**config.mk**
```make
export PLATFORM = sky130hd
export DESIGN_NAME = scroller
export DESIGN_NICKNAME = d
export VERILOG_FILES = /design/src/design/max7219_pkg.sv /design/src/design/scroller.sv
export SDC_FILE = /design/constraint.sdc
export NUM_CORES = 2
export LEC_CHECK = 0
export ABC_AREA = 0
export BUFFER_PORTS_ARGS = -buffer_cell sky130_fd_sc_hd__buf_2
export CAP_MARGIN = 20
export CORE_MARGIN = 2
export CORE_UTILIZATION = 46
export CTS_CLUSTER_SIZE = 16
export DETAILED_ROUTE_END_ITERATION = 12
export HOLD_SLACK_MARGIN = 0.08
export PLACE_DENSITY = 0.72
export SYNTH_ARGS = -nofsm -noshare
export SYNTH_HDL_FRONTEND = slang
export SYNTH_SLANG_ARGS = --single-unit
```
**constraint.sdc**
```tcl
create_clock -name clk -period 3.2 [get_ports clk]
set_input_delay 0.48 -clock clk [delete_from_list [all_inputs] [get_ports clk]]
set_output_delay 0.48 -clock clk [all_outputs]
set_load 0.01 [all_outputs]
```
**src/design/max7219_pkg.sv**
```systemverilog
// ==========================================================
// MAX7219 controller shared definitions
// Register map, serial timing constants and bus structs
// ==========================================================

package max7219_pkg;

   // Serial link timing, in clk cycles
   localparam logic [7:0] MAX_HALF_PERIOD = 8'd4;
   localparam logic [7:0] LOAD_DURATION   = 8'd4;

   localparam int RAM_ADDR_W = 8;

   // MAX7219 register addresses
   localparam logic [7:0] REG_DIGIT0       = 8'd1;
   localparam logic [7:0] REG_DECODE_MODE  = 8'd9;
   localparam logic [7:0] REG_INTENSITY    = 8'd10;
   localparam logic [7:0] REG_SCAN_LIMIT   = 8'd11;
   localparam logic [7:0] REG_SHUTDOWN     = 8'd12;
   localparam logic [7:0] REG_DISPLAY_TEST = 8'd15;

   localparam logic [7:0] NB_DIGITS = 8'd8;

   // ==========================================================
   // Frames and frame requests
   // ==========================================================
   typedef struct packed {
      logic [7:0] addr;
      logic [7:0] data;
   } frame_t;

   typedef struct packed {
      logic   valid;
      frame_t frame;
   } frame_req_t;

   // ==========================================================
   // Host configuration and RAM write ports
   // ==========================================================
   typedef struct packed {
      logic       display_test;
      logic [7:0] decode_mode;
      logic [7:0] intensity;
      logic [7:0] scan_limit;
      logic [7:0] shutdown;
   } display_cfg_t;

   typedef struct packed {
      logic [RAM_ADDR_W-1:0] start_ptr;
      logic [RAM_ADDR_W-1:0] last_ptr;
      logic                  loop;
   } static_cfg_t;

   typedef struct packed {
      logic [RAM_ADDR_W-1:0] ram_start_ptr;
      logic [7:0]            msg_length;
      logic [31:0]           tempo_cnt;
   } scroll_cfg_t;

   typedef struct packed {
      logic                  we;
      logic [RAM_ADDR_W-1:0] addr;
      frame_t                data;
   } static_wr_t;

   typedef struct packed {
      logic                  we;
      logic [RAM_ADDR_W-1:0] addr;
      logic [7:0]            data;
   } scroll_wr_t;

endpackage

```
**src/design/scroller.sv**
```systemverilog
// ==========================================================
// Message scroller
// Column RAM, window offset, digit counter and tempo timer
// ==========================================================
`timescale 1ns/10ps

module scroller (
   input  logic                     clk,
   input  logic                     i_rst_n,
   input  logic                     i_start,
   input  max7219_pkg::scroll_cfg_t i_cfg,
   input  max7219_pkg::scroll_wr_t  i_wr,
   input  logic                     i_ready,
   output max7219_pkg::frame_req_t  o_req,
   output logic                     o_busy
);
   import max7219_pkg::*;

   logic [7:0]            col_ram [0:(1<<RAM_ADDR_W)-1];
   logic [RAM_ADDR_W-1:0] ram_start_q;
   logic [RAM_ADDR_W-1:0] rd_addr;
   logic [7:0]            len_q;
   logic [31:0]           tempo_q;
   logic [31:0]           wait_cnt;
   logic [7:0]            offset;
   logic [7:0]            idx;
   logic [7:0]            idx_next;
   logic [7:0]            digit;
   logic                  fetch;
   logic                  waiting;
   logic                  req_valid;
   frame_t                req_frame;

   assign o_req.valid = req_valid;
   assign o_req.frame = req_frame;

   // Message index wraps on the length, RAM address on 256
   assign idx_next = (idx == len_q - 8'd1) ? 8'd0 : idx + 8'd1;
   assign rd_addr  = ram_start_q + idx;

   always_ff @(posedge clk) begin
      if (i_wr.we) begin
         col_ram[i_wr.addr] <= i_wr.data;
      end
   end

   always_ff @(posedge clk) begin
      if (i_start) begin
         ram_start_q <= i_cfg.ram_start_ptr;
         len_q       <= i_cfg.msg_length;
         tempo_q     <= i_cfg.tempo_cnt;
      end
      if (fetch) begin
         req_frame.addr <= REG_DIGIT0 + digit;
         req_frame.data <= col_ram[rd_addr];
      end
   end

   // ==========================================================
   // Window stepping
   // ==========================================================
   always_ff @(posedge clk) begin
      if (!i_rst_n) begin
         o_busy    <= 1'b0;
         fetch     <= 1'b0;
         waiting   <= 1'b0;
         req_valid <= 1'b0;
         offset    <= '0;
         idx       <= '0;
         digit     <= '0;
         wait_cnt  <= '0;
      end else begin
         if (i_start) begin
            o_busy <= 1'b1;
            fetch  <= 1'b1;
            offset <= '0;
            idx    <= '0;
            digit  <= '0;
         end else if (fetch) begin
            fetch     <= 1'b0;
            req_valid <= 1'b1;
         end else if (req_valid && i_ready) begin
            req_valid <= 1'b0;
            if (digit == NB_DIGITS - 8'd1) begin
               digit <= '0;
               // No pause after the last window
               if (offset == len_q - 8'd1) begin
                  o_busy <= 1'b0;
               end else begin
                  waiting  <= 1'b1;
                  wait_cnt <= 32'd1;
               end
            end else begin
               digit <= digit + 8'd1;
               idx   <= idx_next;
               fetch <= 1'b1;
            end
         end else if (waiting) begin
            if (wait_cnt >= tempo_q) begin
               waiting <= 1'b0;
               offset  <= offset + 8'd1;
               idx     <= offset + 8'd1;
               fetch   <= 1'b1;
            end else begin
               wait_cnt <= wait_cnt + 32'd1;
            end
         end
      end
   end

endmodule

```
Yosys cells after proc, flatten, opt, wreduce, memory -nomap -nowiden
Memories as Yosys holds them, arrays and structs flattened. A register that Yosys moved wholly into a read port is not among the register bits.
Cells that the tools add are included.
{"block": "word_totals", "ff_bits": 116, "ramBits": 2048, "inputBits": 69, "out_inout_bits": 18, "wordCells": 78, "n_memories": 1}
{"block": "op_classes", "add_sub_neg": 6, "n_lt_le_gt_ge": 1, "n_eq_ne": 8, "mux": 31, "bitwise": 4, "n_reduce_logical": 15}
{"memory": "col_ram", "depth": 256, "width": 8, "read_ports": 1, "rd_ports_with_merged_regs": 1, "wr": 1, "line_no": "scroller.sv:19", "rtl": "logic [7:0] col_ram [0:(1<<RAM_ADDR_W)-1];"}
{"operator": "$mux W32", "n": 5}
{"operator": "$mux W8", "n": 6}
{"operator": "$add A32 B1 Y32 const B", "n": 1}
{"operator": "$ge A32 B32 Y1", "n": 1}
{"operator": "$add A8 B1 Y8 const B", "n": 3}
{"operator": "$mux W1", "n": 20}
{"operator": "$eq A8 B8 Y1", "n": 2}
{"operator": "$reduce_and A4 Y1", "n": 4}
{"operator": "$reduce_bool A2 Y1", "n": 6}
{"operator": "$add A8 B8 Y8", "n": 1}
{"operator": "$eq A8 B3 Y1 const B", "n": 1}
{"operator": "$ne A2 B2 Y1 const B", "n": 4}
{"operator": "$sub A8 B1 Y8 const B", "n": 1}
{"operator": "$reduce_and A6 Y1", "n": 1}
{"operator": "$not A1 Y1", "n": 4}
{"operator": "$reduce_and A2 Y1", "n": 2}
{"operator": "$ne A2 B1 Y1 const B", "n": 1}
{"operator": "$reduce_or A2 Y1", "n": 1}
{"operator": "$logic_and A1 B1 Y1", "n": 1}

Longest topological paths before layout
{"block": "logic_depth", "ltp_word": 7, "mapped_depth": 13, "depth_no_buf": 10}

Worst setup path after synthesis
No wires, ideal clock.
{"block": "synth_timing", "path_type": "reg-to-reg", "startpoint": "register ram_start_q[0]", "endpoint": "register o_req[6] (netlist name)", "setup_time_ns": 0.271, "t_arrival_ns": 3.070, "t_required_ns": 2.929, "setup_slack_ns": -0.140, "path_stages_with_launch": 11, "n_path_buf": 4, "period_less_slack_ns": 3.340, "path_cell_list": "edfxtp_1 > ha_1 > fa_1 > buf_2 > buf_2 > clkbuf_1 > clkbuf_1 > mux4_2 > mux4_2 > o21ai_0 > nand4_1"}
{"block": "synth_between", "elab_chain_cells": 1}
{"item": "start, declared", "line_no": "scroller.sv:20", "rtl": "logic [RAM_ADDR_W-1:0] ram_start_q;"}
{"item": "start signal, assigned", "line_no": "scroller.sv:49", "rtl": "ram_start_q <= i_cfg.ram_start_ptr;"}
{"item": "$add A8 B8 Y8", "line_no": "scroller.sv:39", "rtl": "assign rd_addr = ram_start_q + idx;"}
No other way between the ends.
A chain may end at the register's enable or synchronous reset.

Worst setup path in the final report
{"block": "layout_timing", "startpoint": "register ram_start_q[0]", "endpoint": "register o_req[0] (netlist name)"}
{"block": "layout_between", "elab_chain_cells": 1}
{"item": "$add A8 B8 Y8", "line_no": "scroller.sv:39"}
No other way between the ends.

==> impl_metrics.tcl <==
set metrics [dict create \
    status "complete, but fails checks" \
    violations "setup timing" \
    start_util 0.461 \
    cts_tree "built" \
    syn_avg_cell_area_um2 20.8 \
    drive_gt1_frac 0.346 \
    first_global_vias 45620 \
    yosys_warnings 0 \
    ir_drop_mv 0.431 \
    power_density_mw_per_mm2 591 \
    synth_ff_type "edfxtp_1" \
    die_y_um 437 \
    clk_latency_ns 0.85 \
    yosys-top-cells-area "edfxtp_1 (73%), mux4_2 (16%), nor2_1 (1.5%)" \
    crit_chain "ha_4 > fa_4 > buf_12 > buf_16 > buf_6 > mux4_2 > mux4_2 > mux2i_4 > o32ai_4 > nor4_4 > buf_4 > nor3_2" \
    cp_num_buf_inv 4 \
    grt_overflow_total 0 \
    min_path_type "in2reg" \
    grt_max_degree 113 \
    cts_sinks 2172 \
    antenna_found_initial 7 \
    synth_top_family_by_area "multiplexers" \
    cts_buffers 208 \
    gp_congestion 0.872 \
    rsz0062_at_grt "yes" \
    synth-edff-count 2112 \
    worst_slack_ns -0.825 \
    crit_top_cell "mux4_2" \
    finalSetupViolations 8 \
    top_usage_layer "met2" \
    met2_usage 0.359 \
    fin_util 0.550 \
    critPathKind "reg2reg" \
    start_kind "flop" \
    crit_path_end_kind "flop" \
    dpl_worst_slack_ns -1.26 \
    max_slew.worst_pin.slew_ns 1.19 \
    drv_slew 0 \
    syn_inst 4159 \
    vias_per_cell 5.99 \
    drv_cap 0 \
    skew_ns 0.0583 \
    ys_ff_latch 2172 \
    vias 45523 \
    root_buffer "clkbuf_16" \
    fmax_mhz 248 \
    slew_headroom 0.200 \
    required_ns 3.80 \
    rows 159 \
    htree_levels 4 \
    fin_tns_setup_ns -5.78 \
    netlist_area_mm2 0.0863 \
    drc 0 \
    synth-xor-area-share 0.00481 \
    die_x_um 437 \
    gr-usage-met3 0.0386 \
    synth_top_area_share 0.735 \
    finalHoldViolCount 0 \
    nets 5039 \
    ant_nets 0 \
    final_common_cell "edfxtp_1" \
    finalCritPeriodShare 1.26 \
    synthSimpleGateAreaFrac 0.0361 \
    hold_ws_ns 0.153 \
    yosys.area_share.adder 0.00672 \
    arrival_ns 4.62 \
    portBuffers 86 \
    synth_compound_gate_area_share 0.0192 \
    grt_util_all_layers 0.223 \
    dieArea_mm2 0.191 \
    path_max_fanout 7 \
    routed_wl_mm 215 \
    dr.pass1.iters 5 \
    grt_pass1_wl_mm 313 \
    drt_iter0_drc 5761 \
    synthArstFlopShare 0 \
    synth_seq_area_share 0.748 \
    synth_fp_nets 4273 \
    p_leak_nw 33.6 \
    syn_to_final_growth_pct 19.2 \
    wl_per_cell_um 28.3 \
    ios 87 \
    globalRouteMet1Util 0.306 \
    critPathMaxStageDelay_ns 0.80 \
    synth_top_area_cell "edfxtp_1" \
    core_area_mm2 0.187 \
    synth_cell_types 79 \
    clkTransAtPathRegs_ns 0.06 \
    cts.path.max_buffers 3 \
    path_delay_family "multiplexers" \
    cpMaxStageDelayCell "fa_4" \
    period_minus_slack_ns 4.02 \
    place_hpwl_mm 134 \
    yosys-mux-area-fraction 0.169 \
    most-common-layout-cells "edfxtp_1 (2112), mux4_2 (600), buf_4 (536), nor2_1 (313), clkbuf_16 (211)" \
]
## synth_stat cells, drive strengths merged, types with 4 or more instances
cell and number:
a221oi 10, or3 9, mux2 43, nand3 51
a2111oi 13, a32o 7, edfxtp 2112, o31ai 6
a21oi 55, mux2i 59, and4 7, a2111o 8
o22ai 20, clkbuf 118, o21ai 22, dfxtp 60
nor4 9, nor3 41, or2 8, or4 7
a211oi 16, o32ai 13, xnor2 20, nand2 127
o2111ai 8, nand2b 29, inv 52, nor2 336
nand4 29, nor2b 9, xnor3 6, o211ai 4
and3 9, a31oi 8, mux4 600, ha 44
buf 112, xor2 12, and2 11, a21o 10
## power by group
group          switching [mW]  total (mW)  leakage, nW  internal [mW]
combinational            2.76        5.13         10.8           2.38
clock                    10.5        24.3         3.25           13.8
sequential             0.0795        31.4         19.5           31.3
## final cells by class
cell class,count,area (um^2)
clock buffers,263,5460
repair buffers,785,7240
multi-input cells,1706,21000
flip-flops and latches,2172,64600
well taps,2495,3120
fillers,13549,84300
inverters,52,195
clock inverters,122,1270
diodes,5,12.5
## flip-flops by register name, indices dropped and copies added (netlist names), 8 cells and up
| register | flops |
|---|---|
| col_ram | 2048 |
| digit | 8 |
| idx | 8 |
| len_q | 8 |
| o_req | 16 |
| offset | 8 |
| ram_start_q | 8 |
| tempo_q | 32 |
| wait_cnt | 32 |
## cells by family (layout without fill, tap and decap cells)
logic type	count (synthesis)	count (layout)
xor gates and xnor gates	38	38
other	0	5
adders and majority gates	46	46
DFF	2172	2172
buffers and inverters	282	1222
muxes	702	702
AOI/OAI and AO/OA	230	231
and+or+nand+nor	689	689
## routing by layer
layer / vias to the layer above / part of all wire
met3: 379 / 0.092
met2: 2441 / 0.49
met1: 23908 / 0.38
met5: - / 0
met4: 0 / 0.039
li1: 18795 / -
## final timing paths
| check | start | cells past startpoint | endpoint | slack, ns |
|---|---|---|---|---|
| worst max-delay path | ram_start_q[0] | 12 | o_req[0] | -0.82 |
| worst min register to register | wait_cnt[31] | 2 | wait_cnt[31] | 0.48 |
| worst min-delay path | i_wr[5] | 1 | col_ram[254][5] | 0.15 |
| worst max register to register | ram_start_q[0] | 12 | o_req[0] | -0.82 |
## stage by stage
| step | instances | instance area, um^2 | power (mW) |
|---|---|---|---|
| finish | 7600 | 103000 | 60.9 |
| global route | 7598 | 103000 | 62.4 |
| CTS | 7570 | 102000 | 61.0 |
| detailed placement | 7101 | 94300 | 36.6 |
| global placement | 7100 | 94300 | 36.6 |
| floorplan | 4159 | 86400 | 34.5 |
## what timing repair did
action	CTS	global route
setup buffers	32	24
resized for setup	85	66
gates cloned	4	3
pin swaps	16	20
endpoints found under the setup margin	8	28
hold buffers	50	0
endpoints found under the hold margin	60	0
Power figures use the tool's default switching activity.
