===== config.mk =====
export PLATFORM = sky130hd
export DESIGN_NAME = max7219_serializer
export DESIGN_NICKNAME = d
export VERILOG_FILES = /design/src/design/max7219_pkg.sv /design/src/design/max7219_serializer.sv
export SDC_FILE = /design/constraint.sdc
export NUM_CORES = 1
export LEC_CHECK = 0
export BUFFER_PORTS_ARGS = -buffer_cell sky130_fd_sc_hd__buf_2
export CORE_ASPECT_RATIO = 0.6
export CORE_MARGIN = 2
export CORE_UTILIZATION = 57
export CTS_CLUSTER_DIAMETER = 60
export DETAILED_ROUTE_END_ITERATION = 8
export PLACE_DENSITY_LB_ADDON = 0.15
export SYNTH_ARGS = -nofsm -noshare
export SYNTH_HDL_FRONTEND = slang
export SYNTH_SLANG_ARGS = --single-unit

===== constraint.sdc =====
create_clock -name clk -period 2.2 [get_ports clk]
set_clock_uncertainty 0.1 [all_clocks]
set_input_delay 0.33 -clock clk [delete_from_list [all_inputs] [get_ports clk]]
set_output_delay 0.33 -clock clk [all_outputs]
set_load 0.005 [all_outputs]

===== src/design/max7219_pkg.sv =====
// ==========================================================
// MAX7219 controller shared definitions
// Register map, serial timing constants and bus structs
// ==========================================================

package max7219_pkg;

   // Serial link timing, in clk cycles
   localparam logic [7:0] MAX_HALF_PERIOD = 8'd4;
   localparam logic [7:0] LOAD_DURATION   = 8'd4;

   localparam int RAM_ADDR_W = 8;

   // MAX7219 register addresses
   localparam logic [7:0] REG_DIGIT0       = 8'd1;
   localparam logic [7:0] REG_DECODE_MODE  = 8'd9;
   localparam logic [7:0] REG_INTENSITY    = 8'd10;
   localparam logic [7:0] REG_SCAN_LIMIT   = 8'd11;
   localparam logic [7:0] REG_SHUTDOWN     = 8'd12;
   localparam logic [7:0] REG_DISPLAY_TEST = 8'd15;

   localparam logic [7:0] NB_DIGITS = 8'd8;

   // ==========================================================
   // Frames and frame requests
   // ==========================================================
   typedef struct packed {
      logic [7:0] addr;
      logic [7:0] data;
   } frame_t;

   typedef struct packed {
      logic   valid;
      frame_t frame;
   } frame_req_t;

   // ==========================================================
   // Host configuration and RAM write ports
   // ==========================================================
   typedef struct packed {
      logic       display_test;
      logic [7:0] decode_mode;
      logic [7:0] intensity;
      logic [7:0] scan_limit;
      logic [7:0] shutdown;
   } display_cfg_t;

   typedef struct packed {
      logic [RAM_ADDR_W-1:0] start_ptr;
      logic [RAM_ADDR_W-1:0] last_ptr;
      logic                  loop;
   } static_cfg_t;

   typedef struct packed {
      logic [RAM_ADDR_W-1:0] ram_start_ptr;
      logic [7:0]            msg_length;
      logic [31:0]           tempo_cnt;
   } scroll_cfg_t;

   typedef struct packed {
      logic                  we;
      logic [RAM_ADDR_W-1:0] addr;
      frame_t                data;
   } static_wr_t;

   typedef struct packed {
      logic                  we;
      logic [RAM_ADDR_W-1:0] addr;
      logic [7:0]            data;
   } scroll_wr_t;

endpackage


===== src/design/max7219_serializer.sv =====
// ==========================================================
// MAX7219 serial link
// 16-bit MSB-first shifter with clock and load timing
// ==========================================================
`timescale 1ns/10ps

module max7219_serializer (
   input  logic                    clk,
   input  logic                    i_rst_n,
   input  max7219_pkg::frame_req_t i_req,
   output logic                    o_ready,
   output logic                    o_frame_done,
   output logic                    o_max7219_clk,
   output logic                    o_max7219_data,
   output logic                    o_max7219_load
);
   import max7219_pkg::*;

   logic [15:0] shift_reg;
   logic [7:0]  half_cnt;
   logic [7:0]  load_cnt;
   logic [3:0]  bit_cnt;
   logic        shifting;
   logic        loading;

   assign o_ready        = !shifting && !loading;
   assign o_max7219_data = shift_reg[15];

   always_ff @(posedge clk) begin
      if (!i_rst_n) begin
         shift_reg      <= '0;
         half_cnt       <= '0;
         load_cnt       <= '0;
         bit_cnt        <= '0;
         shifting       <= 1'b0;
         loading        <= 1'b0;
         o_frame_done   <= 1'b0;
         o_max7219_clk  <= 1'b0;
         o_max7219_load <= 1'b0;
      end else begin
         o_frame_done <= 1'b0;
         if (i_req.valid && o_ready) begin
            shift_reg <= i_req.frame;
            shifting  <= 1'b1;
            half_cnt  <= '0;
            bit_cnt   <= '0;
         end else if (shifting) begin
            if (half_cnt == MAX_HALF_PERIOD - 8'd1) begin
               half_cnt      <= '0;
               o_max7219_clk <= !o_max7219_clk;
               // Falling serial clock closes the current bit
               if (o_max7219_clk) begin
                  if (bit_cnt == 4'd15) begin
                     shifting       <= 1'b0;
                     loading        <= 1'b1;
                     o_max7219_load <= 1'b1;
                     load_cnt       <= '0;
                  end else begin
                     bit_cnt   <= bit_cnt + 4'd1;
                     shift_reg <= {shift_reg[14:0], 1'b0};
                  end
               end
            end else begin
               half_cnt <= half_cnt + 8'd1;
            end
         end else if (loading) begin
            if (load_cnt == LOAD_DURATION - 8'd1) begin
               loading        <= 1'b0;
               o_max7219_load <= 1'b0;
               o_frame_done   <= 1'b1;
            end else begin
               load_cnt <= load_cnt + 8'd1;
            end
         end
      end
   end

endmodule


Yosys cells after proc, flatten, opt, wreduce, memory -nomap -nowiden
Cells that the tools add are included.
{"block": "totals", "output_inout_bits": 5, "input_bits": 19, "latchBits": 0, "n_memories": 0, "register_bits": 41, "mem_bits_ro": 0, "word_cells": 69, "mem_bits_rw": 0}
{"block": "classes", "n_addsub": 3, "div": 0, "bitwise": 4, "order_cmp": 0, "muxes": 27, "n_reduce_logical": 18, "multipliers": 0, "n_shift": 0, "n_eq_ne": 8}
{"op": "$mux W16", "n": 5}
{"op": "$mux W8", "n": 7}
{"op": "$add A8 B1 Y8 const B", "n": 2}
{"op": "$eq A8 B2 Y1 const B", "n": 2}
{"op": "$mux W1", "n": 15}
{"op": "$reduce_and A4 Y1", "n": 3}
{"op": "$reduce_and A6 Y1", "n": 2}
{"op": "$reduce_bool A2 Y1", "n": 5}
{"op": "$ne A2 B2 Y1 const B", "n": 3}
{"op": "$add A4 B1 Y4 const B", "n": 1}
{"op": "$eq A4 B4 Y1 const B", "n": 1}
{"op": "$ne A2 B1 Y1 const B", "n": 2}
{"op": "$not A1 Y1", "n": 4}
{"op": "$reduce_or A4 Y1", "n": 1}
{"op": "$logic_not A1 Y1", "n": 3}
{"op": "$reduce_and A3 Y1", "n": 1}
{"op": "$logic_and A1 B1 Y1", "n": 2}
{"op": "$reduce_or A2 Y1", "n": 1}

Depth between registers and ports, before layout
{"block": "depth", "word_depth": 6, "ltp_mapped": 7, "mapped_depth_nobuf": 5}

Worst setup path before layout
Ideal clock, no wire load.
{"block": "synth_timing", "path_kind": "reg2reg", "from": "register half_cnt[2]", "to": "register bit_cnt[3]", "slack_ns": 0.636, "path_stages_with_launch": 6, "arrival_ns": 1.341, "synth_period_minus_slack_ns": 1.564, "t_required_ns": 1.977, "setup_time_ns": 0.123, "path_buffers": 1, "cell_sequence": "dfxtp_1 -> nor4bb_1 -> and4_1 -> buf_4 -> nand4_1 -> mux2_1"}
{"block": "synth_via", "elab_chain_len": 2}
{"item": "start, declared", "line_no": "max7219_serializer.sv:20", "text": "logic [7:0] half_cnt;"}
{"item": "start signal, assigned", "line_no": "max7219_serializer.sv:64", "text": "half_cnt <= half_cnt + 8'd1;"}
{"item": "$eq A8 B2 Y1", "line_no": "max7219_serializer.sv:48", "text": "if (half_cnt == MAX_HALF_PERIOD - 8'd1) begin"}
{"item": "$reduce_and A4 Y1 (no line)"}
{"item": "end signal, assigned", "line_no": "max7219_serializer.sv:59", "text": "bit_cnt <= bit_cnt + 4'd1;"}
{"item": "end, declared", "line_no": "max7219_serializer.sv:22", "text": "logic [3:0] bit_cnt;"}
No other way between the ends.
A chain may end at the register's enable or synchronous reset.

Worst setup path in the final report
{"block": "layout_timing", "from": "register shifting", "to": "register shift_reg[15]"}
{"block": "layout_via", "elab_chain_len": 5, "elab_cells_between_ends": 9, "classes_between": "eq/ne: 1; mux: 1; reduce/logical: 7"}
{"item": "start, declared", "line_no": "max7219_serializer.sv:23", "text": "logic shifting;"}
{"item": "start signal, assigned", "line_no": "max7219_serializer.sv:35", "text": "shifting <= 1'b0;"}
{"item": "start signal, assigned", "line_no": "max7219_serializer.sv:44", "text": "shifting <= 1'b1;"}
{"item": "start signal, assigned", "line_no": "max7219_serializer.sv:54", "text": "shifting <= 1'b0;"}
{"item": "$logic_not A1 Y1", "line_no": "max7219_serializer.sv:26", "text": "assign o_ready = !shifting && !loading;"}
{"item": "$logic_and A1 B1 Y1", "line_no": "max7219_serializer.sv:26"}
{"item": "$logic_and A1 B1 Y1", "line_no": "max7219_serializer.sv:42", "text": "if (i_req.valid && o_ready) begin"}
{"item": "$ne A2 B2 Y1 (no line) / $reduce_bool A2 Y1 (equally long branches)"}
{"item": "$reduce_and A4 Y1 (no line)"}
{"item": "end signal, assigned", "line_no": "max7219_serializer.sv:43", "text": "shift_reg <= i_req.frame;"}
{"item": "end signal, assigned", "line_no": "max7219_serializer.sv:60", "text": "shift_reg <= {shift_reg[14:0], 1'b0};"}
{"item": "end, declared", "line_no": "max7219_serializer.sv:19", "text": "logic [15:0] shift_reg;"}
Several ways; a longest one is shown, not always the timed one.

==> metrics.cfg <==
[worst_setup_path]
required_ns=2.31
regToRegStartpoint=shifting$_SDFF_PN0_
crit_arrival_ns=1.98
path_depth=5
worstSetupPathType=reg2reg
crit_chain=nor4bb_1 > and4_1 > buf_4 > nor3_1 > a211oi_1
crit_path_max_incr_delay_ns=0.48
startpoint=shifting$_SDFF_PN0_
startpoint_type=flip-flop
r2r_end=shift_reg[15]$_SDFFE_PN0P_
slowest_stage=dfxtp_1
path_max_fanout=25
crit_end=shift_reg[15]$_SDFFE_PN0P_
reg2reg_slack_ns=0.33
crit_buf_inv=1
crit_path_end_kind=flip-flop
path_delay_family=simple AND/OR/NAND/NOR gates
rr_worst_depth=5

[pwr]
seqPwrFrac_pct=50.9
power_leakage_nw=0.837
p_per_area_mw_per_mm2=690
p_int_mw=1.19
sw_frac_of_total_pct=22.7
p_switching_mw=0.350
peakVddDrop_mv=0.441
clkPwrFrac_pct=40.9
power_frac_comb_pct=8.3
total_power_mw=1.54

[finish]
drive_above_1_share_pct=15.3
area_delta_synth_final_pct=13.6
n_antenna_cell=0
largest_reg_flops=16
final_core_util_pct=68.2
finalNetCount=282

[sta]
setup_tns_ns=0
max-slew-margin-rel_pct=64.3
hold_viol_final=0
holdWs_ns=0.189
period_minus_slack_ns=1.87
max_freq_ghz=0.536
worst_pin_slew_ns=0.529
rsz0062_at_grt=no
maxSlewViolCount=0
worst_slack_ns=0.334
period_share_pct=84.8
setup_viol=0

[synthesis]
synth_edf_count=0
synthAdderAreaFrac_pct=1.90
synth_common_cells=dfxtp_1, nor2_1, nor3_1, o21ai_0, a211oi_1
synth_top_area_share_pct=41.7
yosys.area_share.simple_pct=27.4
synthArstFlopShare_pct=0
synth_mux_area_share_pct=3.11
synth_top_family_by_area=simple AND/OR/NAND/NOR gates
synth_top_cell_by_area=dfxtp_1
dominantRegCellSynth=dfxtp_1
syn-cell-area_mm2=0.00197
syn_inst=239
yosys-top-cells-area=dfxtp_1, nor2_1, a211oi_1
synth-xor-area-share_pct=3.56
synth_fp_nets=261
avgSynthCellArea_um2=8.25
yosys.cell_count.top_type=dfxtp_1
synth_seq_cells=41
synth_compound_area_share_pct=18.0
ys_seq_area_share_pct=41.7
synth.yosys.warnings=0
ys_types=40

[clocking]
post_cts_resize_count=0
cts.sinks=41
post-cts-setup-buffers=0
cts_tree=built
clockBufferDepth=2
worst_skew_pair.late_latency_ns=0.30
holdBufCountCts=0
htree_levels=2
clk_pin_slew_worst_paths_ns=0.08
cts_buffers=5
cts_root_buf=clkbuf_8

[grt]
antenna_found_initial=0
first_global_vias=1565
grt.total_usage_pct=23.8
grt_pass1_wl_um=7360
grt_max_degree=32
grt-ovfl-total=0

[status]
status=finished, final reports clean

[floorplanning]
start_util_pct=60.0
die_w_um=79.9
die_area_mm2=0.00396
rows=16
fp.coreArea_mm2=0.00328
die_h_um=49.5
ioPinCount=24

[drt]
drc=0
firstDrtPassIters=4
ant_nets=0
drt-wirelength-per-cell_um=13.5
drtIter0Drc=107
vias=1742
drt-total-wl_um=4120
vias_per_cell=5.69

[hold_path]
hold_path_class=in2reg
min_from=i_req[0]

[placement]
hpwl_um=2860
portBuffers=23
gp_congestion=0.805
place_ws_ns=0.381

[flow_run]
drv_cap=0

==> cells by family (layout without fill, tap and decap cells) <==
family,Yosys count,in the layout
multiplexers,6,6
flip-flops,41,41
XOR/XNOR,8,8
adder cells (fa/ha/maj),3,3
AO/OA/AOI/OAI,57,57
AND/OR/NAND/NOR,105,105
buffers and inverters,19,41
==> worst min-delay path, stage by stage <==
cell and delay [ns]:
buf_2 0.08, a2bb2oi_1 0.06, nor2_1 0.08
==> cells in the final DEF (no fill, tap or decap), drive strengths merged, types with 4 or more instances in the layout <==
cell	count
buf	29
dfxtp	41
nand3	8
nor3	21
xor2	4
nor2	35
a21oi	9
xnor2	4
clkbuf	7
nand4	5
nand2	13
a211oi	15
o21ai	21
mux2i	5
==> power by group through the flow <==
stage,sequential (mW),clock (mW),combinational [mW]
3_5_place_dp,0.802,0,0.127
2_1_floorplan,0.797,0,0.0916
5_1_grt,0.789,0.676,0.147
3_3_place_gp,0.801,0,0.126
4_1_cts,0.785,0.643,0.129
6_report,0.785,0.631,0.128
==> layer usage <==
| metal | routed length, um | GRT usage [%] | part of all wire [%] |
|---|---|---|---|
| met5 | 0 | 0 | 0 |
| met3 | 235 | 6.04 | 5.7 |
| met4 | 47 | 8.19 | 1.1 |
| met2 | 1650 | 32.2 | 40 |
| met1 | 2190 | 36.3 | 53 |
==> worst min-delay path by stage <==
stage / endpoint / slack, ns / cells past startpoint
after global routing: shift_reg[0]$_SDFFE_PN0P_ / 0.22 / 3
after global placement: load_cnt[2]$_SDFFE_PN0P_ / 0.39 / 2
after CTS: shift_reg[0]$_SDFFE_PN0P_ / 0.19 / 3
after floorplan: load_cnt[2]$_SDFFE_PN0P_ / 0.37 / 2
after detailed placement: load_cnt[2]$_SDFFE_PN0P_ / 0.41 / 2
final: shift_reg[0]$_SDFFE_PN0P_ / 0.19 / 3
==> per-stage QoR <==
| stage | std cells | cell area, um^2 |
|---|---|---|
| after CTS | 306 | 2240 |
| after detailed placement | 298 | 2120 |
| after global routing | 306 | 2240 |
| after floorplan | 239 | 1970 |
| final | 306 | 2240 |
| after global placement | 298 | 2120 |
==> area by class of cell <==
| class | count | area (um^2) |
|---|---|---|
| inverter | 4 | 15.0 |
| clock buffer | 7 | 86.3 |
| tap | 45 | 56.3 |
| multi-input combinational | 179 | 1070 |
| fill | 299 | 1040 |
| timing repair buffer | 29 | 160 |
| clock inverter | 1 | 30.0 |
| sequential | 41 | 821 |
No activity file was read; power rests on OpenSTA's default activity.
