<file path="src/design/max7219_pkg.sv">
// ==========================================================
// MAX7219 controller shared definitions
// Register map, serial timing constants and bus structs
// ==========================================================

package max7219_pkg;

   // Serial link timing, in clk cycles
   localparam logic [7:0] MAX_HALF_PERIOD = 8'd4;
   localparam logic [7:0] LOAD_DURATION   = 8'd4;

   localparam int RAM_ADDR_W = 8;

   // MAX7219 register addresses
   localparam logic [7:0] REG_DIGIT0       = 8'd1;
   localparam logic [7:0] REG_DECODE_MODE  = 8'd9;
   localparam logic [7:0] REG_INTENSITY    = 8'd10;
   localparam logic [7:0] REG_SCAN_LIMIT   = 8'd11;
   localparam logic [7:0] REG_SHUTDOWN     = 8'd12;
   localparam logic [7:0] REG_DISPLAY_TEST = 8'd15;

   localparam logic [7:0] NB_DIGITS = 8'd8;

   // ==========================================================
   // Frames and frame requests
   // ==========================================================
   typedef struct packed {
      logic [7:0] addr;
      logic [7:0] data;
   } frame_t;

   typedef struct packed {
      logic   valid;
      frame_t frame;
   } frame_req_t;

   // ==========================================================
   // Host configuration and RAM write ports
   // ==========================================================
   typedef struct packed {
      logic       display_test;
      logic [7:0] decode_mode;
      logic [7:0] intensity;
      logic [7:0] scan_limit;
      logic [7:0] shutdown;
   } display_cfg_t;

   typedef struct packed {
      logic [RAM_ADDR_W-1:0] start_ptr;
      logic [RAM_ADDR_W-1:0] last_ptr;
      logic                  loop;
   } static_cfg_t;

   typedef struct packed {
      logic [RAM_ADDR_W-1:0] ram_start_ptr;
      logic [7:0]            msg_length;
      logic [31:0]           tempo_cnt;
   } scroll_cfg_t;

   typedef struct packed {
      logic                  we;
      logic [RAM_ADDR_W-1:0] addr;
      frame_t                data;
   } static_wr_t;

   typedef struct packed {
      logic                  we;
      logic [RAM_ADDR_W-1:0] addr;
      logic [7:0]            data;
   } scroll_wr_t;

endpackage

</file>
<file path="src/design/frame_arbiter.sv">
// ==========================================================
// Frame arbiter
// Config register sequence, player start, serializer mux
// ==========================================================
`timescale 1ns/10ps

module frame_arbiter (
   input  logic                      clk,
   input  logic                      i_rst_n,
   input  logic                      i_static_dyn,
   input  logic                      i_new_display,
   input  logic                      i_new_config_val,
   input  max7219_pkg::display_cfg_t i_display_cfg,
   input  max7219_pkg::frame_req_t   i_static_req,
   input  max7219_pkg::frame_req_t   i_scroll_req,
   input  logic                      i_static_busy,
   input  logic                      i_scroll_busy,
   input  logic                      i_ser_ready,
   input  logic                      i_frame_done,
   output logic                      o_start_static,
   output logic                      o_start_scroll,
   output logic                      o_static_ready,
   output logic                      o_scroll_ready,
   output max7219_pkg::frame_req_t   o_ser_req,
   output logic                      o_config_done
);
   import max7219_pkg::*;

   display_cfg_t cfg_q;
   frame_t       cfg_frame;
   logic [2:0]   cfg_idx;
   logic [2:0]   done_cnt;
   logic         cfg_run;
   logic         cfg_sel;
   logic         inflight_cfg;
   logic         mode_q;
   logic         start_ok;

   // Config frames win whenever some are left to send
   assign cfg_sel  = cfg_run && (cfg_idx < 3'd5);
   assign start_ok = !i_static_busy && !i_scroll_busy && !o_start_static && !o_start_scroll;

   always_comb begin
      case (cfg_idx)
         3'd0: begin
            cfg_frame.addr = REG_DISPLAY_TEST;
            cfg_frame.data = {7'd0, cfg_q.display_test};
         end
         3'd1: begin
            cfg_frame.addr = REG_DECODE_MODE;
            cfg_frame.data = cfg_q.decode_mode;
         end
         3'd2: begin
            cfg_frame.addr = REG_INTENSITY;
            cfg_frame.data = cfg_q.intensity;
         end
         3'd3: begin
            cfg_frame.addr = REG_SCAN_LIMIT;
            cfg_frame.data = cfg_q.scan_limit;
         end
         default: begin
            cfg_frame.addr = REG_SHUTDOWN;
            cfg_frame.data = cfg_q.shutdown;
         end
      endcase
   end

   // ==========================================================
   // Serializer request mux and ready return
   // ==========================================================
   always_comb begin
      if (cfg_sel) begin
         o_ser_req.valid = 1'b1;
         o_ser_req.frame = cfg_frame;
      end else if (mode_q) begin
         o_ser_req = i_scroll_req;
      end else begin
         o_ser_req = i_static_req;
      end
   end

   assign o_static_ready = i_ser_ready && !cfg_sel && !mode_q;
   assign o_scroll_ready = i_ser_ready && !cfg_sel && mode_q;

   always_ff @(posedge clk) begin
      if (i_new_config_val) begin
         cfg_q <= i_display_cfg;
      end
   end

   always_ff @(posedge clk) begin
      if (!i_rst_n) begin
         o_start_static <= 1'b0;
         o_start_scroll <= 1'b0;
         o_config_done  <= 1'b0;
         mode_q         <= 1'b0;
         cfg_run        <= 1'b0;
         cfg_idx        <= '0;
         done_cnt       <= '0;
         inflight_cfg   <= 1'b0;
      end else begin
         o_start_static <= 1'b0;
         o_start_scroll <= 1'b0;
         o_config_done  <= 1'b0;
         if (i_new_display && start_ok) begin
            mode_q         <= i_static_dyn;
            o_start_static <= !i_static_dyn;
            o_start_scroll <= i_static_dyn;
         end
         if (i_new_config_val) begin
            cfg_run  <= 1'b1;
            cfg_idx  <= '0;
            done_cnt <= '0;
         end else begin
            if (cfg_sel && i_ser_ready) begin
               cfg_idx <= cfg_idx + 3'd1;
            end
            // Done once the fifth register frame has left the pins
            if (i_frame_done && inflight_cfg) begin
               done_cnt <= done_cnt + 3'd1;
               if (done_cnt == 3'd4) begin
                  cfg_run       <= 1'b0;
                  o_config_done <= 1'b1;
               end
            end
         end
         if (o_ser_req.valid && i_ser_ready) begin
            inflight_cfg <= cfg_sel;
         end
      end
   end

endmodule

</file>
<file path="config.mk">
export PLATFORM = sky130hd
export DESIGN_NAME = frame_arbiter
export DESIGN_NICKNAME = d
export VERILOG_FILES = /design/src/design/max7219_pkg.sv /design/src/design/frame_arbiter.sv
export SDC_FILE = /design/constraint.sdc
export NUM_CORES = 1
export LEC_CHECK = 0
export BUFFER_PORTS_ARGS = -buffer_cell sky130_fd_sc_hd__buf_2
export CELL_PAD_IN_SITES_DETAIL_PLACEMENT = 0
export CELL_PAD_IN_SITES_GLOBAL_PLACEMENT = 1
export CORE_MARGIN = 2
export CORE_UTILIZATION = 32
export DETAILED_ROUTE_END_ITERATION = 16
export GPL_TIMING_DRIVEN = 0
export PLACE_DENSITY = 0.82
export SYNTH_ARGS = -nofsm -noshare
export SYNTH_HDL_FRONTEND = slang
export SYNTH_SLANG_ARGS = --single-unit
</file>
<file path="constraint.sdc">
create_clock -name clk -period 1.6 [get_ports clk]
set_input_delay 0.32 -clock clk [delete_from_list [all_inputs] [get_ports clk]]
set_output_delay 0.32 -clock clk [all_outputs]
set_load 0.1 [all_outputs]
</file>
# Yosys cells after proc, flatten, opt, wreduce, memory -nomap -nowiden
# Cells that the tools add are included.
# word_totals
inputBits,76
out_inout_bits,22
reg_bits,45
elab_cells,54
# classes
reduce_logical,25
n_mux,7
eq_ne,4
bitwise,2
n_addsub,2
n_lt_le_gt_ge,1
# op_table
op,count
case mux 11 bit (4 select lines),1
two-way mux 17 bit,2
logical AND 1 bit,11
logical NOT 1 bit,7
"adder 3 x 1 -> 3 bit, second input constant",2
"== test 3 x 2 -> 1 bit, second input constant",2
two-way mux 1 bit,4
AND reduction 2 bit,2
nonzero test 2 bit,2
"== test 3 x 1 -> 1 bit, second input constant",1
"== test 3 bit, second input constant",1
logical NOT 3 bit,1
"< comparator 3 bit, second input constant",1
OR reduction 3 bit,1
inverter 1 bit,2
OR reduction 2 bit,1

# Longest topological paths before layout
# Gate-level depths: netlist (run 1).
# depth
ltp_word,6
ltp_mapped,7
mapped_depth_nobuf,5

# Worst setup path before layout (run 1)
# OpenSTA, ideal clock, no wires.
# synth_path
path_type,reg-to-output
startpoint,reg cfg_idx[1]
endpoint,out o_ser_req[0] (netlist name)
setup_slack_ns,-1.278
required_ns,1.280
arrival_ns,2.558
stages_incl_launch_ff,7
cell_sequence,dfxtp_1 > ha_1 > ha_1 > buf_2 > a222oi_1 > and3_1 > o22ai_1
# synth_rtl
item,line_no,source
from (decl),frame_arbiter.sv:31,logic [2:0] cfg_idx;
from (signal assigned),frame_arbiter.sv:116,cfg_idx <= cfg_idx + 3'd1;
to (decl),frame_arbiter.sv:24,"output max7219_pkg::frame_req_t o_ser_req,"

==> results.json, run 1 <==
{
  "vdd_ir_drop_max_mv": 0.5036,
  "worst_slew_pin_slew_ns": 0.7651,
  "cp.required_ns": 1.28,
  "synth_cell_type_count": 35,
  "min_period_over_period_pct": 139.1,
  "violations": "setup timing",
  "crit_arrival_ns": 1.91,
  "max_freq_ghz": 0.4494,
  "synth_top_cell_by_area": "edfxtp_1",
  "clock-sinks": 45,
  "rows": 29,
  "end_kind": "output port",
  "final-setup-viol-count": 19,
  "routed_wl_mm": 5.586,
  "dr.pass1.iters": 4,
  "drv_slew": 0,
  "clk_latency_ns": 0.30,
  "status": "finished, violations left",
  "grt_max_degree": 36,
  "drc": 0,
  "seq_area_frac_synth_pct": 57.98,
  "diodes": 0,
  "ys_seq_elements": 45,
  "grt_use_total_pct": 15.36,
  "die_h_um": 85.46,
  "dieArea_um2": 7303,
  "grt_pass1_vias": 1724,
  "ys_top_cells_by_area": "edfxtp_1, dfxtp_1, mux2i_1, ha_1, o2bb2ai_1",
  "start_kind": "flip-flop",
  "clk_transition_reported_paths_ns": 0.09,
  "gp_congestion": 0.7927,
  "yosys.area.top_type_share_pct": 46.67,
  "grt_overflow": 0,
  "grt_pass1_wl_mm": 8.521,
  "synth_ff_type": "edfxtp_1",
  "synthCells": 169,
  "clockBufferDepth": 2,
  "num_vias": 1790,
  "ctsHoldBuffers": 0,
  "nNetsFinal": 379,
  "ios": 98,
  "drt_iter0_markers": 58,
  "synth.cell_area_um2": 2123,
  "p_leak_nw": 1.479,
  "post-place-ws_ns": -0.5453,
  "crit_fanout": 5,
  "min_period_ns": 2.225,
  "syn_avg_cell_area_um2": 12.56,
  "syn_nets": 252,
  "critPathMaxStageDelay_ns": 0.37,
  "cts_made_buffers": 5,
  "antenna_found_initial": 0,
  "die_width_um": 85.46,
  "root_buffer": "clkbuf_8",
  "hold_path_class": "input pin to flip-flop",
  "cts_max_level": 2,
  "syn2layout_area_growth_pct": 77.55,
  "slew_headroom_pct": 49.00,
  "cpMaxStageDelayCell": "dfxtp_4",
  "core_area_um2": 6386,
  "cellPowerDensity_nw_per_um2": 811.7,
  "worst-setup-path-type": "flip-flop to output port",
  "io_buffers": 97,
  "hold_violations": 0,
  "setup_ws_ns": -0.6254,
  "holdWs_ns": 0.1866,
  "fin_skew_ns": 0.0002515,
  "rsz0062_at_grt": "true",
  "ant_nets": 0,
  "cts_tree": "yes",
  "routedWlPerCell_um": 14.94,
  "synth_edf_count": 33,
  "cpMostUsedCell": "ha_4",
  "drv_cap": 0,
  "drive_above_1_share_pct": 63.97,
  "start_util_pct": 33.25,
  "yosysWarnings": 0,
  "post_drt_via_cell_ratio": 4.786,
  "cp_cell_sequence": "ha_4 -> ha_4 -> a222oi_1 -> and3_1 -> o22ai_4 -> buf_12",
  "async_reset_ff_share_pct": 0,
  "hpwl_mm": 3.802,
  "fillers": 504
}
## cell usage after synthesis (2+ instances only)
cell type,number
edfxtp_1,33
mux2i_1,24
a21oi_1,12
dfxtp_1,12
nor2_1,9
a22oi_1,7
ha_1,7
inv_1,7
nand2_1,7
o2bb2ai_1,7
o21ai_0,5
and3_1,3
buf_2,3
buf_6,3
nand3_1,3
nand4_1,3
nor2b_1,3
o21a_1,3
o21ai_1,2
## registers in the layout (all words and copies together), names as in the netlist
| name | flops |
|---|---|
| mode_q | 1 |
| cfg_run | 1 |
| cfg_q | 33 |
| o_config_done | 1 |
| inflight_cfg | 1 |
| o_start_scroll | 1 |
| cfg_idx | 3 |
| o_start_static | 1 |
| done_cnt | 3 |
## placed cells by master, fill, tap and decap left out, types with 2 or more instances in the layout
cell	n
dfxtp_1	8
mux2i_1	16
ha_4	4
ha_1	2
a22oi_2	7
edfxtp_1	33
o21ai_4	3
o2bb2ai_2	6
nand2_4	2
nor2b_1	2
a21oi_1	9
nor2_4	4
o21ai_0	4
a21oi_2	2
buf_2	78
dfxtp_4	3
inv_6	2
nor2_1	5
mux2i_4	7
inv_1	6
buf_6	13
nand2_1	4
buf_12	24
nand3_1	3
nand4_1	3
nor2b_2	2
o21a_1	3
clkbuf_8	5
buf_4	12
and3_1	2
buf_8	2
## worst paths after layout
path | start | endpoint | slack (ns) | cells past startpoint
max | cfg_idx[1] | o_ser_req[0] | -0.63 | 6
min | i_display_cfg[11] | cfg_q[11] | 0.19 | 1
max reg2reg | cfg_idx[0] | cfg_idx[2] | 0.29 | 6
min reg2reg | done_cnt[1] | done_cnt[1] | 0.49 | 2
## final cells by class
class	count	area, µm²	share of cell area, %
Buffer	6	85.08	2.257
Clock inverter	3	28.78	0.7634
Timing Repair Buffer	123	1052	27.91
Tap cell	77	96.34	2.556
Sequential cell	45	1244	32.99
Clock buffer	5	68.82	1.825
Multi-Input combinational cell	108	1166	30.93
Inverter	7	28.78	0.7634
## logic make-up (layout without fill, tap and decap cells)
logic type / after synthesis / in the layout / synth area share, %
AO/OA/AOI/OAI: 41 / 41 / 12.85
AND/OR/NAND/NOR: 34 / 34 / 8.604
multiplexers: 24 / 24 / 11.31
flip-flops: 45 / 45 / 57.98
XOR/XNOR: 2 / 2 / 0.8251
buffers and inverters: 16 / 144 / 4.301
adder cells (fa/ha/maj): 7 / 7 / 4.125
## repair_timing
action	4_1_cts	5_1_grt
resized for setup	98	27
setup buffers	14	12
pin swaps	7	10
cloned	0	0
setup endpoints to repair	19	19
## critical path, delay by kind of cell (launching register included)
family,cells,cell delay [ns]
DFF,1,0.37
adders and majority gates,2,0.33
and+or+nand+nor,1,0.29
AOI/OAI and AO/OA,2,0.42
buffers and inverters,1,0.18
## power breakdown
group          internal, W  switching, W  total (W)
Sequential         0.00133     0.0000348    0.00136
Clock             0.000330      0.000426   0.000756
Combinational     0.000398      0.000542   0.000940
## stage by stage
stage	cells	cell area, µm²	TNS, ns	util (%)	total power [W]
2_1_floorplan	169	2399	-2.803	-	0.001900
3_3_place_gp	343	2980	-4.524	46.67	0.002074
3_5_place_dp	343	2980	-4.847	46.67	0.002082
4_1_cts	362	3550	-7.250	55.58	0.003013
5_1_grt	374	3770	-11.18	59.03	0.003188
6_report	374	3770	-9.833	59.03	0.003060
## routing by layer
| layer | track usage, % | wire [µm] |
|---|---|---|
| met3 | 3.016 | 306 |
| met5 | 0 | 0 |
| met2 | 26.35 | 2937 |
| met1 | 19.06 | 2254 |
| met4 | 5.916 | 87 |
Note: power is estimated with default switching activity, not from simulation.
==> run 2, diff against run 1 <==
--- a/config.mk
+++ b/config.mk
@@ -5,7 +5,7 @@
 export SDC_FILE = /design/constraint.sdc
 export NUM_CORES = 1
 export LEC_CHECK = 0
-export BUFFER_PORTS_ARGS = -buffer_cell sky130_fd_sc_hd__buf_2
+export BUFFER_PORTS_ARGS = -buffer_cell sky130_fd_sc_hd__buf_4
 export CELL_PAD_IN_SITES_DETAIL_PLACEMENT = 0
 export CELL_PAD_IN_SITES_GLOBAL_PLACEMENT = 1
 export CORE_MARGIN = 2
@@ -13,6 +13,7 @@
 export DETAILED_ROUTE_END_ITERATION = 16
 export GPL_TIMING_DRIVEN = 0
 export PLACE_DENSITY = 0.82
+export SKIP_LAST_GASP = 1
 export SYNTH_ARGS = -nofsm -noshare
 export SYNTH_HDL_FRONTEND = slang
 export SYNTH_SLANG_ARGS = --single-unit
==> run 2 against run 1 <==
  * The run still ends with setup timing left
  * First-iteration DRC count increased by 24%
  * Die area unchanged
  * Largest cell class unchanged
  * Critical path depth is the same
  * Global-route usage is 0.14 points lower
  * Worst hold slack got worse by 0.012 ns
==> results.json, run 2 (same netlist as run 1, synthesis figures left out) <==
{
  "slew_headroom_pct": 70.13,
  "grt_max_degree": 36,
  "cellPowerDensity_nw_per_um2": 828.1,
  "ant_nets": 0,
  "dieArea_um2": 7303,
  "setup_ws_ns": -0.5503,
  "post_drt_via_cell_ratio": 4.871,
  "sw_frac_of_total_pct": 32.80,
  "pwr-share-seq_pct": 45.3,
  "root_buffer": "clkbuf_8",
  "start_kind": "flip-flop",
  "grt_pass1_vias": 1738,
  "largest_reg_flops": 33,
  "drive_above_1_share_pct": 62.37,
  "clock-sinks": 45,
  "dr.pass1.iters": 5,
  "fin_skew_ns": 0.002820,
  "hpwl_mm": 3.989,
  "drv_slew": 0,
  "crit_fanout": 3,
  "crit_arrival_ns": 1.83,
  "regMostFlops": "cfg_q",
  "grt_overflow": 0,
  "end_kind": "output port",
  "reg_top3": "cfg_q (33), cfg_idx (3), done_cnt (3)",
  "diodes": 0,
  "fin_util_pct": 57.09,
  "cts_made_buffers": 5,
  "min_period_over_period_pct": 134.4,
  "die_width_um": 85.46,
  "instances_no_fill": 356,
  "max_freq_ghz": 0.4651,
  "p_leak_nw": 1.394,
  "switchingPower_w": 0.0009903,
  "dpl.cell_count": 343,
  "p_total_w": 0.003019,
  "drt_iter0_markers": 72,
  "rsz0062_at_grt": "true",
  "antenna_found_initial": 0,
  "final_common_cell": "buf_4",
  "rows": 29,
  "routedWlPerCell_um": 15.37,
  "gp_congestion": 0.7839,
  "die_h_um": 85.46,
  "status": "finished, violations left",
  "ios": 98,
  "vdd_ir_drop_max_mv": 0.6496,
  "core_area_um2": 6386,
  "num_vias": 1734,
  "grt_use_total_pct": 15.22,
  "nNetsFinal": 361,
  "syn2layout_area_growth_pct": 71.71,
  "hold_violations": 0,
  "cts_max_level": 2,
  "hold_path_class": "input pin to flip-flop",
  "holdWs_ns": 0.1745,
  "cts_tree": "yes",
  "grt_pass1_wl_mm": 8.694,
  "clkPwrFrac_pct": 25.4,
  "final-setup-viol-count": 19,
  "layout_common_cells": "buf_4, edfxtp_1, mux2i_1",
  "violations": "setup timing",
  "io_buffers": 97,
  "drv_cap": 0,
  "start_util_pct": 33.25,
  "intPower_w": 0.002029,
  "worst_slew_pin_slew_ns": 0.4434,
  "clockBufferDepth": 2,
  "cp.required_ns": 1.28,
  "drc": 0,
  "min_period_ns": 2.150,
  "routed_wl_mm": 5.473,
  "clk_latency_ns": 0.30,
  "clk_transition_reported_paths_ns": 0.09,
  "worst-setup-path-type": "flip-flop to output port",
  "comb_power_share_pct": 29.3
}
==> run 2: timing repair <==
action	4_1_cts	5_1_grt
buffers inserted	5	2
gates resized for setup	63	10
pin swaps	7	5
cloned	0	0
hold buffers	0	0
endpoints found under the setup margin	19	19
==> run 2: path summary, 6_finish.rpt <==
check | startpoint | endpoint | slack, ns | depth (start not counted)
worst max register to register | cfg_idx[2] | cfg_idx[1] | 0.40 | 5
worst min-delay path | i_static_dyn | o_start_static | 0.17 | 2
worst min register to register | done_cnt[1] | done_cnt[1] | 0.48 | 2
worst max-delay path | cfg_idx[1] | o_ser_req[0] | -0.55 | 6
==> run 2: power groups by stage <==
stage	Clock, W	Combinational [W]	Sequential (W)
finish	0.000765	0.000885	0.00137
CTS	0.000789	0.000876	0.00137
global route	0.000847	0.000924	0.00138
floorplan	0	0.000515	0.00138
global placement	0	0.000770	0.00138
detailed placement	0	0.000775	0.00139
==> run 2: metrics by stage <==
stage | TNS, ns | worst slack, ns | instance area (µm²)
floorplan | -2.803 | -0.2931 | 2399
global placement | -2.961 | -0.4691 | 3223
detailed placement | -3.220 | -0.4897 | 3223
CTS | -8.294 | -0.6232 | 3595
global route | -9.354 | -0.6402 | 3646
finish | -7.910 | -0.5503 | 3646
==> run 2: critical path, stage by stage, from the launching register on <==
cell      delay [ns]
dfxtp_4         0.37
ha_4            0.16
ha_4            0.16
a222oi_1        0.32
and3_4          0.27
o22ai_4         0.07
buf_12          0.18
==> run 2: layout make-up <==
cell class	instances	area (µm²)
repair buffers	104	960.9
plain buffers	7	82.58
flip-flops and latches	45	1241
well taps	77	96.34
clock inverters	3	28.78
inverters	7	28.78
multi-input cells	108	1139
fillers	523	2740
clock buffers	5	68.82
==> run 2: layer usage <==
metal  vias to the layer above  track usage [%]  share of wire [%]
li1                        857                -                  -
met2                        75            25.64                 52
met3                         7            2.724                7.0
met4                         0            4.618                1.4
met5                         -                0                  0
met1                       795            20.00                 40
==> run 3, diff against run 2 <==
--- a/config.mk
+++ b/config.mk
@@ -12,7 +12,7 @@
 export CORE_UTILIZATION = 32
 export DETAILED_ROUTE_END_ITERATION = 16
 export GPL_TIMING_DRIVEN = 0
-export PLACE_DENSITY = 0.82
+export PLACE_DENSITY_LB_ADDON = 0.1
 export SKIP_LAST_GASP = 1
 export SYNTH_ARGS = -nofsm -noshare
 export SYNTH_HDL_FRONTEND = slang
==> run 3 against run 2 <==
  * Combinational power decreased by 4.2%
  * Die area unchanged
  * Critical endpoint unchanged
  * Register-to-register slack improved by 0.04 ns
  * Via count decreased by 4.6%
  * Global-route usage decreased by 0.78 points
  * Maximum frequency decreased by 3.0%
  * Worst hold slack improved by 0.0056 ns
  * Non-clock buffer count decreased by 2
  * The run still ends with setup timing left
  * Highest routed layer unchanged
  * Sequential share of layout area increased by 1.3 points
==> results.json, run 3 (same netlist as run 1, synthesis figures left out) <==
{
  "drv_slew": 0,
  "violations": "setup timing",
  "drc": 0,
  "die_h_um": 85.46,
  "ant_nets": 0,
  "reg_top3": "cfg_q (33), cfg_idx (3), done_cnt (3)",
  "regMostFlops": "cfg_q",
  "crit_arrival_ns": 1.90,
  "grt_pass1_wl_mm": 8.238,
  "die_width_um": 85.46,
  "final-setup-viol-count": 19,
  "layout_common_cells": "buf_4, edfxtp_1, mux2i_1",
  "setup_ws_ns": -0.6170,
  "rows": 29,
  "dpl_cell_area_um2": 3223,
  "grt_use_total_pct": 14.45,
  "start_kind": "flip-flop",
  "cts_made_buffers": 5,
  "nNetsFinal": 359,
  "dieArea_um2": 7303,
  "vdd_ir_drop_max_mv": 0.6803,
  "sw_frac_of_total_pct": 32.49,
  "root_buffer": "clkbuf_8",
  "start_util_pct": 33.25,
  "min_period_over_period_pct": 138.6,
  "grt_overflow": 0,
  "worst_slew_pin_slew_ns": 0.4606,
  "min_path_cells": 2,
  "cellPowerDensity_nw_per_um2": 836.0,
  "clkPwrFrac_pct": 24.8,
  "end_kind": "output port",
  "max_freq_ghz": 0.4511,
  "fillers": 561,
  "status": "finished, violations left",
  "dr.pass1.iters": 4,
  "ctsHoldBuffers": 0,
  "drv_cap": 0,
  "post-place-ws_ns": -0.4919,
  "clk_latency_ns": 0.30,
  "comb_power_share_pct": 28.9,
  "final_cell_area_um2": 3515,
  "routed_wl_mm": 5.234,
  "antenna_found_initial": 0,
  "pwr-share-seq_pct": 46.3,
  "core_area_um2": 6386,
  "final_common_cell": "buf_4",
  "post_drt_via_cell_ratio": 4.672,
  "rsz0062_at_grt": "true",
  "worst-setup-path-type": "flip-flop to output port",
  "gp_congestion": 0.6970,
  "clock-sinks": 45,
  "drive_above_1_share_pct": 58.12,
  "syn2layout_area_growth_pct": 65.53,
  "cts_max_level": 2,
  "num_vias": 1654,
  "slew_headroom_pct": 68.97,
  "fin_skew_ns": 0.01182,
  "crit_fanout": 3,
  "grt_pass1_vias": 1674,
  "diodes": 0,
  "clockBufferDepth": 2,
  "grt_max_degree": 36,
  "drt_iter0_markers": 59,
  "clk_transition_reported_paths_ns": 0.09,
  "cp.required_ns": 1.28,
  "hold_path_class": "input pin to flip-flop",
  "routedWlPerCell_um": 14.79,
  "min_period_ns": 2.217,
  "ios": 98,
  "largest_reg_flops": 33,
  "r2r.worst_path.cells": 4,
  "hpwl_mm": 3.956,
  "cts_tree": "yes",
  "hold_violations": 0,
  "switchingPower_w": 0.0009546,
  "intPower_w": 0.001984,
  "p_leak_nw": 1.352,
  "io_buffers": 97
}
[run 3: path summary, 6_finish.rpt]
| check | startpoint | endpoint | slack, ns |
|---|---|---|---|
| worst min-delay path | i_static_dyn | o_start_static | 0.18 |
| worst max-delay path | cfg_idx[1] | o_ser_req[0] | -0.62 |
| worst min register to register | done_cnt[1] | done_cnt[1] | 0.48 |
| worst max register to register | cfg_idx[0] | cfg_idx[2] | 0.44 |
[run 3: worst max-delay path, stage by stage, from the launching register on]
cell and delay, ns:
dfxtp_4 0.37, ha_4 0.16, ha_4 0.16, a222oi_1 0.34, and3_1 0.28, o22ai_4 0.10
buf_12 0.18
[run 3: area by class of cell]
class	instances	area (µm²)	area share, %
clock buffers	5	68.82	1.958
repair buffers	102	893.4	25.42
inverters	7	28.78	0.8188
clock inverters	3	25.02	0.7120
multi-input cells	108	1080	30.72
plain buffers	7	81.33	2.314
well taps	77	96.34	2.741
flip-flops and latches	45	1241	35.32
[run 3: repair_timing]
action / CTS / global route
gates resized for setup: 44 / 3
pin swaps: 4 / 0
buffers inserted: 5 / 0
setup endpoints to repair: 19 / 19
[run 3: through the flow]
stage          utilization, %  power (W)  cells  hold slack, ns  setup TNS [ns]
5_1_grt                 55.04   0.003055    354          0.1740          -9.952
6_report                55.04   0.002938    354          0.1801          -8.459
4_1_cts                 54.90   0.002960    354          0.1724          -8.731
3_3_place_gp            50.47   0.002157    343          0.4711          -3.166
3_5_place_dp            50.47   0.002162    343          0.4777          -3.170
2_1_floorplan               -   0.001900    169          0.3924          -2.803
[run 3: power by group through the flow]
stage | logic, W | registers [W] | clock network (W)
after floorplan | 0.000515 | 0.00138 | 0
after global placement | 0.000774 | 0.00138 | 0
after detailed placement | 0.000776 | 0.00139 | 0
after CTS | 0.000851 | 0.00136 | 0.000747
after global routing | 0.000887 | 0.00137 | 0.000797
final | 0.000848 | 0.00136 | 0.000729
[run 3: routing by layer]
metal | track usage [%] | vias up | wire length (µm)
li1 | - | 846 | -
met1 | 20.99 | 730 | 2479
met2 | 20.88 | 71 | 2238
met3 | 4.183 | 7 | 464
met4 | 4.329 | 0 | 51
met5 | 0 | - | 0
